## src/rtl/regex_pkg.sv

```systemverilog
`default_nettype none

package regex_pkg;

    // character and memory geometry
    localparam int CHARACTER_WIDTH   = 8;
    localparam int MEMORY_WIDTH      = 16;
    localparam int MEMORY_ADDR_WIDTH = 11;
    // one select bit picks a character inside a word
    localparam int C_ADDR_OFFSET     = 1;

    // program lives at word addresses 0..255, pc equals word address
    localparam int PC_WIDTH          = 8;
    localparam int REG_WIDTH         = 32;

    // thread queues
    localparam int FIFO_DEPTH        = 4;
    localparam int FIFO_COUNT_WIDTH  = 3;

    // opcode sits in instruction bits 15..13, operand in bits 7..0
    typedef enum logic [2:0] {
        OP_MATCH  = 3'd0,
        OP_JMP    = 3'd1,
        OP_SPLIT  = 3'd2,
        OP_ACCEPT = 3'd3
    } opcode_e;

    typedef enum logic [2:0] {
        S_IDLE,
        S_FETCH_FIRST,
        S_EXEC,
        S_FETCH_NEXT,
        S_NO_FETCH_NEXT,
        S_ACCEPTED,
        S_REJECTED,
        S_ERROR
    } state_e;

endpackage

`default_nettype wire

```

## src/rtl/pc_fifo.sv

```systemverilog
`timescale 1ns/100ps
`default_nettype none

module pc_fifo
(
    input  logic                          clk,
    input  logic                          rst,
    input  logic                          flush,
    input  logic                          push,
    input  logic [regex_pkg::PC_WIDTH-1:0] push_pc,
    input  logic                          pop,
    output logic [regex_pkg::PC_WIDTH-1:0] pop_pc,
    output logic                          empty,
    output logic                          full
);

    logic [regex_pkg::PC_WIDTH-1:0]         entries [regex_pkg::FIFO_DEPTH];
    logic [$clog2(regex_pkg::FIFO_DEPTH)-1:0] rd_ptr;
    logic [$clog2(regex_pkg::FIFO_DEPTH)-1:0] wr_ptr;
    logic [regex_pkg::FIFO_COUNT_WIDTH-1:0] count;
    logic                                   do_push;
    logic                                   do_pop;

    assign empty = (count == '0);
    assign full  = (count == regex_pkg::FIFO_COUNT_WIDTH'(regex_pkg::FIFO_DEPTH));
    // a push into a full queue is dropped, the caller flags it
    assign do_push = push && !full;
    assign do_pop  = pop && !empty;
    assign pop_pc  = entries[rd_ptr];

    always_ff @(posedge clk)
    begin
        if (rst || flush)
        begin
            rd_ptr <= '0;
            wr_ptr <= '0;
            count  <= '0;
        end
        else
        begin
            if (do_push)
                wr_ptr <= wr_ptr + 1'b1;
            if (do_pop)
                rd_ptr <= rd_ptr + 1'b1;
            // simultaneous push and pop leaves the count alone
            if (do_push && !do_pop)
                count <= count + 1'b1;
            else if (do_pop && !do_push)
                count <= count - 1'b1;
        end
    end

    always_ff @(posedge clk)
    begin
        if (do_push)
            entries[wr_ptr] <= push_pc;
    end

endmodule

`default_nettype wire

```

## src/rtl/memory_arbiter.sv

```systemverilog
`timescale 1ns/100ps
`default_nettype none

module memory_arbiter
(
    input  logic                                   clk,
    input  logic                                   rst,
    input  logic                                   cc_req,
    input  logic [regex_pkg::MEMORY_ADDR_WIDTH-1:0] cc_addr,
    input  logic                                   instr_req,
    input  logic [regex_pkg::MEMORY_ADDR_WIDTH-1:0] instr_addr,
    output logic                                   cc_grant,
    output logic                                   instr_grant,
    output logic                                   cc_data_valid,
    output logic                                   instr_data_valid,
    output logic                                   memory_valid,
    output logic [regex_pkg::MEMORY_ADDR_WIDTH-1:0] memory_addr,
    input  logic                                   memory_ready
);

    // fsm wins, basic block only gets the port when the fsm is quiet
    assign memory_valid = cc_req || instr_req;
    assign memory_addr  = cc_req ? cc_addr : instr_addr;
    assign cc_grant     = cc_req && memory_ready;
    assign instr_grant  = instr_req && !cc_req && memory_ready;

    // remember who owned the granted request, data arrives one cycle later
    always_ff @(posedge clk)
    begin
        if (rst)
        begin
            cc_data_valid    <= 1'b0;
            instr_data_valid <= 1'b0;
        end
        else
        begin
            cc_data_valid    <= cc_grant;
            instr_data_valid <= instr_grant;
        end
    end

endmodule

`default_nettype wire

```

## src/rtl/basic_block.sv

```systemverilog
`timescale 1ns/100ps
`default_nettype none

module basic_block
(
    input  logic                                   clk,
    input  logic                                   rst,
    input  logic                                   flush,
    input  logic                                   bb_go,
    input  logic                                   inject_start,
    input  logic [regex_pkg::CHARACTER_WIDTH-1:0]  cur_cc,
    input  logic                                   cur_is_even_character,
    output logic                                   instr_req,
    output logic [regex_pkg::MEMORY_ADDR_WIDTH-1:0] instr_addr,
    input  logic                                   instr_grant,
    input  logic                                   instr_data_valid,
    input  logic [regex_pkg::MEMORY_WIDTH-1:0]     memory_data,
    output logic                                   any_bb_running,
    output logic                                   any_bb_accept,
    output logic                                   all_bb_full
);

    // busy holds a live thread in pc, waiting means its fetch was granted
    logic                                  busy;
    logic                                  waiting;
    logic [regex_pkg::PC_WIDTH-1:0]        pc;
    logic                                  execute;
    regex_pkg::opcode_e                    opcode;
    logic [regex_pkg::CHARACTER_WIDTH-1:0] instr_char;
    logic [regex_pkg::PC_WIDTH-1:0]        instr_target;

    // queue ports seen as current / next character
    logic                           cur_push;
    logic [regex_pkg::PC_WIDTH-1:0] cur_push_pc;
    logic                           nxt_push;
    logic [regex_pkg::PC_WIDTH-1:0] nxt_push_pc;
    logic                           cur_pop;
    logic [regex_pkg::PC_WIDTH-1:0] cur_pop_pc;
    logic                           cur_empty;
    logic                           cur_full;
    logic                           nxt_full;

    // physical queues
    logic                           even_push;
    logic [regex_pkg::PC_WIDTH-1:0] even_push_pc;
    logic                           even_pop;
    logic [regex_pkg::PC_WIDTH-1:0] even_pop_pc;
    logic                           even_empty;
    logic                           even_full;
    logic                           odd_push;
    logic [regex_pkg::PC_WIDTH-1:0] odd_push_pc;
    logic                           odd_pop;
    logic [regex_pkg::PC_WIDTH-1:0] odd_pop_pc;
    logic                           odd_empty;
    logic                           odd_full;

    assign opcode       = regex_pkg::opcode_e'(memory_data[regex_pkg::MEMORY_WIDTH-1 -: 3]);
    assign instr_char   = memory_data[regex_pkg::CHARACTER_WIDTH-1:0];
    assign instr_target = memory_data[regex_pkg::PC_WIDTH-1:0];
    assign execute      = waiting && instr_data_valid;

    // parity picks which physical queue is current
    assign cur_empty  = cur_is_even_character ? even_empty  : odd_empty;
    assign cur_full   = cur_is_even_character ? even_full   : odd_full;
    assign nxt_full   = cur_is_even_character ? odd_full    : even_full;
    assign cur_pop_pc = cur_is_even_character ? even_pop_pc : odd_pop_pc;

    // fetch for the live thread, or pop a new one in the same cycle as its grant
    assign instr_req  = bb_go && !waiting && (busy || !cur_empty);
    assign instr_addr = {{(regex_pkg::MEMORY_ADDR_WIDTH - regex_pkg::PC_WIDTH){1'b0}},
                         busy ? pc : cur_pop_pc};
    assign cur_pop    = instr_grant && !busy;

    always_comb
    begin
        // start pc is word 0
        cur_push      = inject_start;
        cur_push_pc   = '0;
        nxt_push      = 1'b0;
        nxt_push_pc   = pc + 1'b1;
        any_bb_accept = 1'b0;
        if (execute)
        begin
            case (opcode)
                regex_pkg::OP_MATCH:
                    nxt_push = (instr_char == cur_cc);
                regex_pkg::OP_SPLIT:
                begin
                    // target waits on this character, pc+1 carries on here
                    cur_push    = 1'b1;
                    cur_push_pc = instr_target;
                end
                regex_pkg::OP_ACCEPT:
                    any_bb_accept = 1'b1;
                default:
                    ;
            endcase
        end
    end

    assign even_push    = cur_is_even_character ? cur_push    : nxt_push;
    assign even_push_pc = cur_is_even_character ? cur_push_pc : nxt_push_pc;
    assign odd_push     = cur_is_even_character ? nxt_push    : cur_push;
    assign odd_push_pc  = cur_is_even_character ? nxt_push_pc : cur_push_pc;
    assign even_pop     = cur_is_even_character && cur_pop;
    assign odd_pop      = !cur_is_even_character && cur_pop;

    assign all_bb_full    = (cur_push && cur_full) || (nxt_push && nxt_full);
    assign any_bb_running = busy || !cur_empty;

    always_ff @(posedge clk)
    begin
        if (rst || flush)
        begin
            busy    <= 1'b0;
            waiting <= 1'b0;
        end
        else if (instr_grant)
        begin
            busy    <= 1'b1;
            waiting <= 1'b1;
        end
        else if (execute)
        begin
            waiting <= 1'b0;
            // jmp and split keep the thread, the rest end it
            busy    <= (opcode == regex_pkg::OP_JMP) || (opcode == regex_pkg::OP_SPLIT);
        end
    end

    always_ff @(posedge clk)
    begin
        if (cur_pop)
            pc <= cur_pop_pc;
        else if (execute && opcode == regex_pkg::OP_JMP)
            pc <= instr_target;
        else if (execute && opcode == regex_pkg::OP_SPLIT)
            pc <= pc + 1'b1;
    end

    pc_fifo queue_even
    (
        .clk     (clk),
        .rst     (rst),
        .flush   (flush),
        .push    (even_push),
        .push_pc (even_push_pc),
        .pop     (even_pop),
        .pop_pc  (even_pop_pc),
        .empty   (even_empty),
        .full    (even_full)
    );

    pc_fifo queue_odd
    (
        .clk     (clk),
        .rst     (rst),
        .flush   (flush),
        .push    (odd_push),
        .push_pc (odd_push_pc),
        .pop     (odd_pop),
        .pop_pc  (odd_pop_pc),
        .empty   (odd_empty),
        .full    (odd_full)
    );

endmodule

`default_nettype wire

```

## src/rtl/regex_control_fsm.sv

```systemverilog
`timescale 1ns/100ps
`default_nettype none

module regex_control_fsm
(
    input  logic                                   clk,
    input  logic                                   rst,
    input  logic                                   valid,
    input  logic [regex_pkg::REG_WIDTH-1:0]        start_cc_pointer,
    input  logic [regex_pkg::REG_WIDTH-1:0]        end_cc_pointer,
    output logic                                   ready,
    output logic                                   done,
    output logic                                   accept,
    output logic                                   error,
    output logic                                   cc_req,
    output logic [regex_pkg::MEMORY_ADDR_WIDTH-1:0] cc_addr,
    input  logic                                   cc_grant,
    input  logic [regex_pkg::MEMORY_WIDTH-1:0]     memory_data,
    input  logic                                   any_bb_running,
    input  logic                                   any_bb_accept,
    input  logic                                   all_bb_full,
    output logic [regex_pkg::CHARACTER_WIDTH-1:0]  cur_cc,
    output logic                                   cur_is_even_character,
    output logic                                   bb_go,
    output logic                                   inject_start,
    output logic                                   flush
);

    regex_pkg::state_e                    state;
    regex_pkg::state_e                    next_state;
    logic [regex_pkg::REG_WIDTH-1:0]      cc_pointer;
    logic [regex_pkg::REG_WIDTH-1:0]      next_cc_pointer;
    logic [regex_pkg::REG_WIDTH-1:0]      cc_pointer_inc;
    logic [regex_pkg::MEMORY_WIDTH-1:0]   cc_word;
    logic                                 load_word;
    logic                                 next_is_even;
    logic                                 at_end;
    logic                                 crosses_word;

    assign cc_pointer_inc = cc_pointer + 1'b1;
    assign at_end         = (cc_pointer == end_cc_pointer);
    // next character lives in another memory word
    assign crosses_word   = cc_pointer[regex_pkg::C_ADDR_OFFSET] !=
                            cc_pointer_inc[regex_pkg::C_ADDR_OFFSET];
    assign cur_cc = cc_word[regex_pkg::CHARACTER_WIDTH *
                            cc_pointer[regex_pkg::C_ADDR_OFFSET-1:0] +:
                            regex_pkg::CHARACTER_WIDTH];

    always_comb
    begin
        next_state      = state;
        next_cc_pointer = cc_pointer;
        next_is_even    = cur_is_even_character;
        load_word       = 1'b0;
        ready           = 1'b0;
        done            = 1'b0;
        accept          = 1'b0;
        error           = 1'b0;
        cc_req          = 1'b0;
        cc_addr         = start_cc_pointer[regex_pkg::C_ADDR_OFFSET +:
                                           regex_pkg::MEMORY_ADDR_WIDTH];
        bb_go           = 1'b0;
        inject_start    = 1'b0;
        flush           = 1'b0;
        case (state)
            regex_pkg::S_IDLE:
            begin
                // keep asking for the first word so a run starts on the grant
                cc_req = 1'b1;
                ready  = cc_grant;
                if (valid && cc_grant)
                begin
                    next_state      = regex_pkg::S_FETCH_FIRST;
                    next_cc_pointer = start_cc_pointer;
                end
            end
            regex_pkg::S_FETCH_FIRST:
            begin
                load_word    = 1'b1;
                inject_start = 1'b1;
                next_state   = regex_pkg::S_EXEC;
            end
            regex_pkg::S_EXEC:
            begin
                bb_go = 1'b1;
                if (any_bb_accept)
                    next_state = regex_pkg::S_ACCEPTED;
                else if (all_bb_full)
                    next_state = regex_pkg::S_ERROR;
                else if (!any_bb_running && at_end)
                    next_state = regex_pkg::S_REJECTED;
                else if (!any_bb_running && crosses_word)
                begin
                    cc_req  = 1'b1;
                    cc_addr = cc_pointer_inc[regex_pkg::C_ADDR_OFFSET +:
                                             regex_pkg::MEMORY_ADDR_WIDTH];
                    // hold here while the memory stalls
                    if (cc_grant)
                    begin
                        next_state      = regex_pkg::S_FETCH_NEXT;
                        next_cc_pointer = cc_pointer_inc;
                        next_is_even    = !cur_is_even_character;
                    end
                end
                else if (!any_bb_running)
                begin
                    next_state      = regex_pkg::S_NO_FETCH_NEXT;
                    next_cc_pointer = cc_pointer_inc;
                    next_is_even    = !cur_is_even_character;
                end
            end
            regex_pkg::S_FETCH_NEXT:
            begin
                load_word = 1'b1;
                // no thread waiting on the new character means no match
                next_state = any_bb_running ? regex_pkg::S_EXEC : regex_pkg::S_REJECTED;
            end
            regex_pkg::S_NO_FETCH_NEXT:
            begin
                // word already held, threads may start right away
                bb_go      = 1'b1;
                next_state = any_bb_running ? regex_pkg::S_EXEC : regex_pkg::S_REJECTED;
            end
            regex_pkg::S_ACCEPTED:
            begin
                done         = 1'b1;
                accept       = 1'b1;
                flush        = 1'b1;
                next_is_even = 1'b1;
                next_state   = regex_pkg::S_IDLE;
            end
            regex_pkg::S_REJECTED:
            begin
                done         = 1'b1;
                flush        = 1'b1;
                next_is_even = 1'b1;
                next_state   = regex_pkg::S_IDLE;
            end
            regex_pkg::S_ERROR:
                // lost thread, only rst leaves this state
                error = 1'b1;
            default:
                next_state = regex_pkg::S_IDLE;
        endcase
    end

    always_ff @(posedge clk)
    begin
        if (rst)
        begin
            state                 <= regex_pkg::S_IDLE;
            cc_pointer            <= '0;
            cur_is_even_character <= 1'b1;
        end
        else
        begin
            state                 <= next_state;
            cc_pointer            <= next_cc_pointer;
            cur_is_even_character <= next_is_even;
        end
    end

    // memory_data holds the word one cycle after the grant
    always_ff @(posedge clk)
    begin
        if (load_word)
            cc_word <= memory_data;
    end

endmodule

`default_nettype wire

```

## src/rtl/regex_coprocessor_top.sv

```systemverilog
`timescale 1ns/100ps
`default_nettype none

module regex_coprocessor_top
(
    input  logic                                   clk,
    input  logic                                   rst,
    input  logic                                   memory_ready,
    output logic [regex_pkg::MEMORY_ADDR_WIDTH-1:0] memory_addr,
    input  logic [regex_pkg::MEMORY_WIDTH-1:0]     memory_data,
    output logic                                   memory_valid,
    input  logic                                   valid,
    output logic                                   ready,
    input  logic [regex_pkg::REG_WIDTH-1:0]        start_cc_pointer,
    input  logic [regex_pkg::REG_WIDTH-1:0]        end_cc_pointer,
    output logic                                   done,
    output logic                                   accept,
    output logic                                   error
);

    // fsm side of the arbiter
    logic                                   cc_req;
    logic [regex_pkg::MEMORY_ADDR_WIDTH-1:0] cc_addr;
    logic                                   cc_grant;
    // basic block side of the arbiter
    logic                                   instr_req;
    logic [regex_pkg::MEMORY_ADDR_WIDTH-1:0] instr_addr;
    logic                                   instr_grant;
    logic                                   instr_data_valid;
    // control between fsm and basic block
    logic [regex_pkg::CHARACTER_WIDTH-1:0]  cur_cc;
    logic                                   cur_is_even_character;
    logic                                   bb_go;
    logic                                   inject_start;
    logic                                   flush;
    logic                                   any_bb_running;
    logic                                   any_bb_accept;
    logic                                   all_bb_full;

    regex_control_fsm i_regex_control_fsm
    (
        .clk                   (clk),
        .rst                   (rst),
        .valid                 (valid),
        .start_cc_pointer      (start_cc_pointer),
        .end_cc_pointer        (end_cc_pointer),
        .ready                 (ready),
        .done                  (done),
        .accept                (accept),
        .error                 (error),
        .cc_req                (cc_req),
        .cc_addr               (cc_addr),
        .cc_grant              (cc_grant),
        .memory_data           (memory_data),
        .any_bb_running        (any_bb_running),
        .any_bb_accept         (any_bb_accept),
        .all_bb_full           (all_bb_full),
        .cur_cc                (cur_cc),
        .cur_is_even_character (cur_is_even_character),
        .bb_go                 (bb_go),
        .inject_start          (inject_start),
        .flush                 (flush)
    );

    memory_arbiter i_memory_arbiter
    (
        .clk              (clk),
        .rst              (rst),
        .cc_req           (cc_req),
        .cc_addr          (cc_addr),
        .instr_req        (instr_req),
        .instr_addr       (instr_addr),
        .cc_grant         (cc_grant),
        .instr_grant      (instr_grant),
        .cc_data_valid    (),
        .instr_data_valid (instr_data_valid),
        .memory_valid     (memory_valid),
        .memory_addr      (memory_addr),
        .memory_ready     (memory_ready)
    );

    basic_block i_basic_block
    (
        .clk                   (clk),
        .rst                   (rst),
        .flush                 (flush),
        .bb_go                 (bb_go),
        .inject_start          (inject_start),
        .cur_cc                (cur_cc),
        .cur_is_even_character (cur_is_even_character),
        .instr_req             (instr_req),
        .instr_addr            (instr_addr),
        .instr_grant           (instr_grant),
        .instr_data_valid      (instr_data_valid),
        .memory_data           (memory_data),
        .any_bb_running        (any_bb_running),
        .any_bb_accept         (any_bb_accept),
        .all_bb_full           (all_bb_full)
    );

endmodule

`default_nettype wire

```

## config.mk

```make
export PLATFORM = sky130hd
export DESIGN_NAME = regex_coprocessor_top
export DESIGN_NICKNAME = d
export VERILOG_FILES = /design/src/rtl/regex_pkg.sv /design/src/rtl/pc_fifo.sv /design/src/rtl/memory_arbiter.sv /design/src/rtl/basic_block.sv /design/src/rtl/regex_control_fsm.sv /design/src/rtl/regex_coprocessor_top.sv
export SDC_FILE = /design/constraint.sdc
export NUM_CORES = 1
export LEC_CHECK = 0
export ABC_AREA = 1
export BUFFER_PORTS_ARGS = -buffer_cell sky130_fd_sc_hd__buf_2
export CORE_MARGIN = 8
export CORE_UTILIZATION = 55
export CTS_CLUSTER_DIAMETER = 100
export DETAILED_ROUTE_END_ITERATION = 10
export PLACE_DENSITY = 0.76
export SLEW_MARGIN = 20
export SYNTH_ARGS = -nofsm -noshare
export SYNTH_HDL_FRONTEND = slang
export SYNTH_SLANG_ARGS = --single-unit
export TNS_END_PERCENT = 100
```

## constraint.sdc

```tcl
create_clock -name clk -period 3.7 [get_ports clk]
set_input_delay 0.37 -clock clk [delete_from_list [all_inputs] [get_ports clk]]
set_output_delay 0.37 -clock clk [all_outputs]
set_load 0.01 [all_outputs]
```

==> impl_metrics.tcl <==
set metrics [dict create \
    synth_cell_types 42 \
    ioPinCount 100 \
    setup-violations-final 0 \
    cts_tree "built" \
    firstDrtPassIters 6 \
    hold_viol 0 \
    cp_slowest_cell "dfxtp_1" \
    worst-path-buf-inv 4 \
    area_growth_pct 14.2 \
    cts_made_buffers 17 \
    pwr-share-seq 0.343 \
    synth_seq_area_share 0.439 \
    intPower_mw 4.25 \
    layout_min_cycle_time_ns 3.50 \
    path_cells "inv_1 > nor2_1 > buf_4 > nand2_1 > a21oi_1 > o21ai_0 > nand4_1 > nand2_2 > nand2_2 > clkinvlp_4 > o21ai_0 > buf_2" \
    max_stage_delay_ns 0.41 \
    core_mm2 0.0153 \
    clockBufferDepth 2 \
    cts.htree.levels 4 \
    syn_avg_cell_area_um2 7.64 \
    grt_pass1_vias 7212 \
    postRouteAntennaNets 0 \
    via_count 7686 \
    ir_worst_vdd_uv 423 \
    die_y_um 141 \
    syn_nets 1228 \
    ff2ff_setup_slack_ns 0.74 \
    required_ns 3.33 \
    num_rows 45 \
    layout_commonest_cell "nand2_1" \
    drv_cap 0 \
    path_class "reg -> out" \
    die_x_um 141 \
    cts_hold_buf 0 \
    whs_ns 0.110 \
    final_nets 1314 \
    grt_max_degree 53 \
    synth_seq_cells 145 \
    cp-end-kind "output pin" \
    placed_cells_incl_taps 1408 \
    pwr-share-clk 0.231 \
    die_area_mm2 0.0200 \
    startpoint_type "register" \
    crit_fanout 17 \
    r2r_end "i_regex_control_fsm.cc_pointer[11]" \
    drive_gt1_frac 0.135 \
    holdPathStages 1 \
    hold_class "in -> reg" \
    status "finished, final reports clean" \
    fin_cells 1440 \
    synthCells 1130 \
    gr-usage-all-layers 0.229 \
    finalWorstSetupSlack_ns 0.202 \
    p_per_area_mw_per_mm2 756 \
    cts_num_sinks 145 \
    switchingPower_mw 3.20 \
    netlist_area_mm2 0.00863 \
    dr.first_iter.drc_count 824 \
    viasPerCell 5.34 \
    grt_pass1_wl_um 36300 \
    cts_root_buf "clkbuf_16" \
    dpl_worst_slack_ns 0.483 \
    worstMarginPinSlew_ns 1.11 \
    initial_core_util 0.565 \
    gp_congestion 0.925 \
    leakage_nw 4.36 \
    relSlewSlack 0.256 \
    layout_common_cells "310 x nand2_1, 167 x nor2_1, 131 x inv_1" \
    dp_hpwl_um 16900 \
    cp_top_family "buffers and inverters" \
    drc_errors 0 \
    ys_warn_count 0 \
    drt-total-wl_um 22600 \
    antenna-diode-count 0 \
    wl_per_cell_um 15.7 \
    worstHoldStart "memory_data[12]" \
    max_freq_mhz 286 \
    min_to "i_regex_control_fsm.cc_word[12]" \
    slew_violations 0 \
    antenna_found_initial 0 \
    overflow 0 \
    switching_share 0.430 \
    port_buffers 99 \
    crit_arrival_ns 3.13 \
    worst-r2r-cell-count 16 \
    cts.clk_slew.worst_paths_ns 0.06 \
    nFillCells 1306 \
    clock_latency_ns 0.43 \
    r2r_start "i_regex_control_fsm.cc_pointer[0]" \
    skew_ns 0.0154 \
    p_comb_frac 0.426 \
    period_share 0.945 \
]
-- metal layers --
metal  share of wire  vias up  track usage
li1                -     3855            -
met1            0.46     3448        0.323
met2            0.44      350        0.345
met3           0.083       33       0.0463
met4           0.018        0       0.0758
met5               0        -            0
-- flip-flops by register name (all words and copies together) (netlist names), 2 cells and up, named ones only --
register and flops:
i_regex_control_fsm.state 3, i_basic_block.queue_odd.wr_ptr 2, i_basic_block.pc 8, i_basic_block.queue_even.rd_ptr 2, i_basic_block.queue_even.count 3, i_basic_block.queue_odd.rd_ptr 2
i_basic_block.queue_odd.count 3, i_basic_block.queue_even.wr_ptr 2, i_regex_control_fsm.cc_word 16, i_basic_block.queue_even.entries 32, i_basic_block.queue_odd.entries 32, i_regex_control_fsm.cc_pointer 32
-- power by group through the flow --
stage	Clock (mW)	Combinational [mW]	Sequential, mW
after floorplan	0	2.45	2.41
after global routing	1.80	3.57	2.61
after global placement	0	3.05	2.57
after CTS	1.73	3.12	2.55
after detailed placement	0	3.10	2.58
final	1.72	3.17	2.56
-- cell usage after synthesis --
master	number	area, um^2
nand2_1	310	1160
nor2_1	168	631
inv_1	131	492
edfxtp_1	88	2640
o21ai_0	82	410
dfxtp_1	57	1140
xor2_1	36	315
nand4_1	26	163
nand3_1	24	120
clkbuf_1	23	86.3
xnor2_1	21	184
a21oi_1	20	100
mux2i_1	19	190
nor3_1	14	70.1
o211ai_1	14	105
ha_1	12	150
buf_2	9	45.0
o32ai_1	9	78.8
o221ai_1	8	70.1
a31oi_1	7	43.8
nand2_2	6	37.5
inv_2	5	18.8
a211oi_1	4	30.0
buf_6	3	33.8
clkbuf_2	3	15.0
clkinv_1	3	11.3
nand3_2	3	30.0
nor2_4	3	33.8
nor3_2	3	30.0
nor4_1	3	18.8
o2111ai_1	3	26.3
buf_4	2	15.0
fa_1	2	40.0
a21o_1	1	7.51
a21oi_4	1	16.3
a22oi_1	1	7.51
and2_0	1	6.26
buf_1	1	3.75
nand3_4	1	17.5
nand4_2	1	12.5
o21ai_2	1	8.76
or2_1	1	6.26
-- area by class of cell --
class | instances | area (um^2) | share of cell area
Inverter | 139 | 526 | 0.0533
Tap cell | 211 | 264 | 0.0268
Multi-Input combinational cell | 805 | 4130 | 0.419
Clock inverter | 13 | 150 | 0.0152
Sequential cell | 145 | 3780 | 0.384
Clock buffer | 19 | 433 | 0.0439
Timing Repair Buffer | 108 | 563 | 0.0571
-- worst max-delay path by stage --
stage	start	end	slack [ns]	cells past startpoint
floorplan	i_regex_control_fsm.state[0]	memory_addr[3]	0.82	10
global placement	i_regex_control_fsm.cc_pointer[0]	memory_addr[3]	0.59	15
detailed placement	i_regex_control_fsm.cc_pointer[0]	memory_addr[3]	0.48	15
CTS	i_regex_control_fsm.state[0]	memory_addr[3]	0.17	12
global route	i_regex_control_fsm.cc_pointer[0]	memory_addr[4]	-0.002	15
finish	i_regex_control_fsm.state[0]	memory_addr[4]	0.20	12
-- stage by stage --
step	utilization	instance area, um^2	setup TNS (ns)	power [mW]
6_report	0.646	9850	0	7.45
4_1_cts	0.645	9840	0	7.41
5_1_grt	0.646	9850	-0.00237	7.98
2_1_floorplan	-	8630	0	4.86
3_3_place_gp	0.607	9260	0	5.62
3_5_place_dp	0.607	9260	0	5.68
-- worst register-to-register path, cell delays in order, from the launching register on --
cell	delay, ns
dfxtp_2	0.49
inv_1	0.23
nand2_1	0.12
nand2_1	0.06
nand2_1	0.07
nand2_1	0.06
nand3_1	0.07
nor2_1	0.07
nand4_1	0.12
nand4_1	0.14
nand2_2	0.15
nand3_2	0.09
nand2_2	0.27
nand3_4	0.54
nand2_1	0.25
nand2_1	0.08
nor2_1	0.11
-- what timing repair did --
action	4_1_cts	5_1_grt
setup buffers	0	0
gates cloned	0	0
setup endpoints to repair	1	6
gates resized for setup	1	4
-- kinds of logic (layout without fill, tap and decap cells) --
logic type / count (synthesis) / after routing / synth area share
AOI/OAI and AO/OA: 151 / 151 / 0.105
xor gates and xnor gates: 57 / 57 / 0.0579
adders and majority gates: 14 / 14 / 0.0220
buffers and inverters: 180 / 279 / 0.0835
DFF: 145 / 145 / 0.439
muxes: 19 / 19 / 0.0220
and+or+nand+nor: 564 / 564 / 0.271
Note: power is estimated with default switching activity, not from simulation.
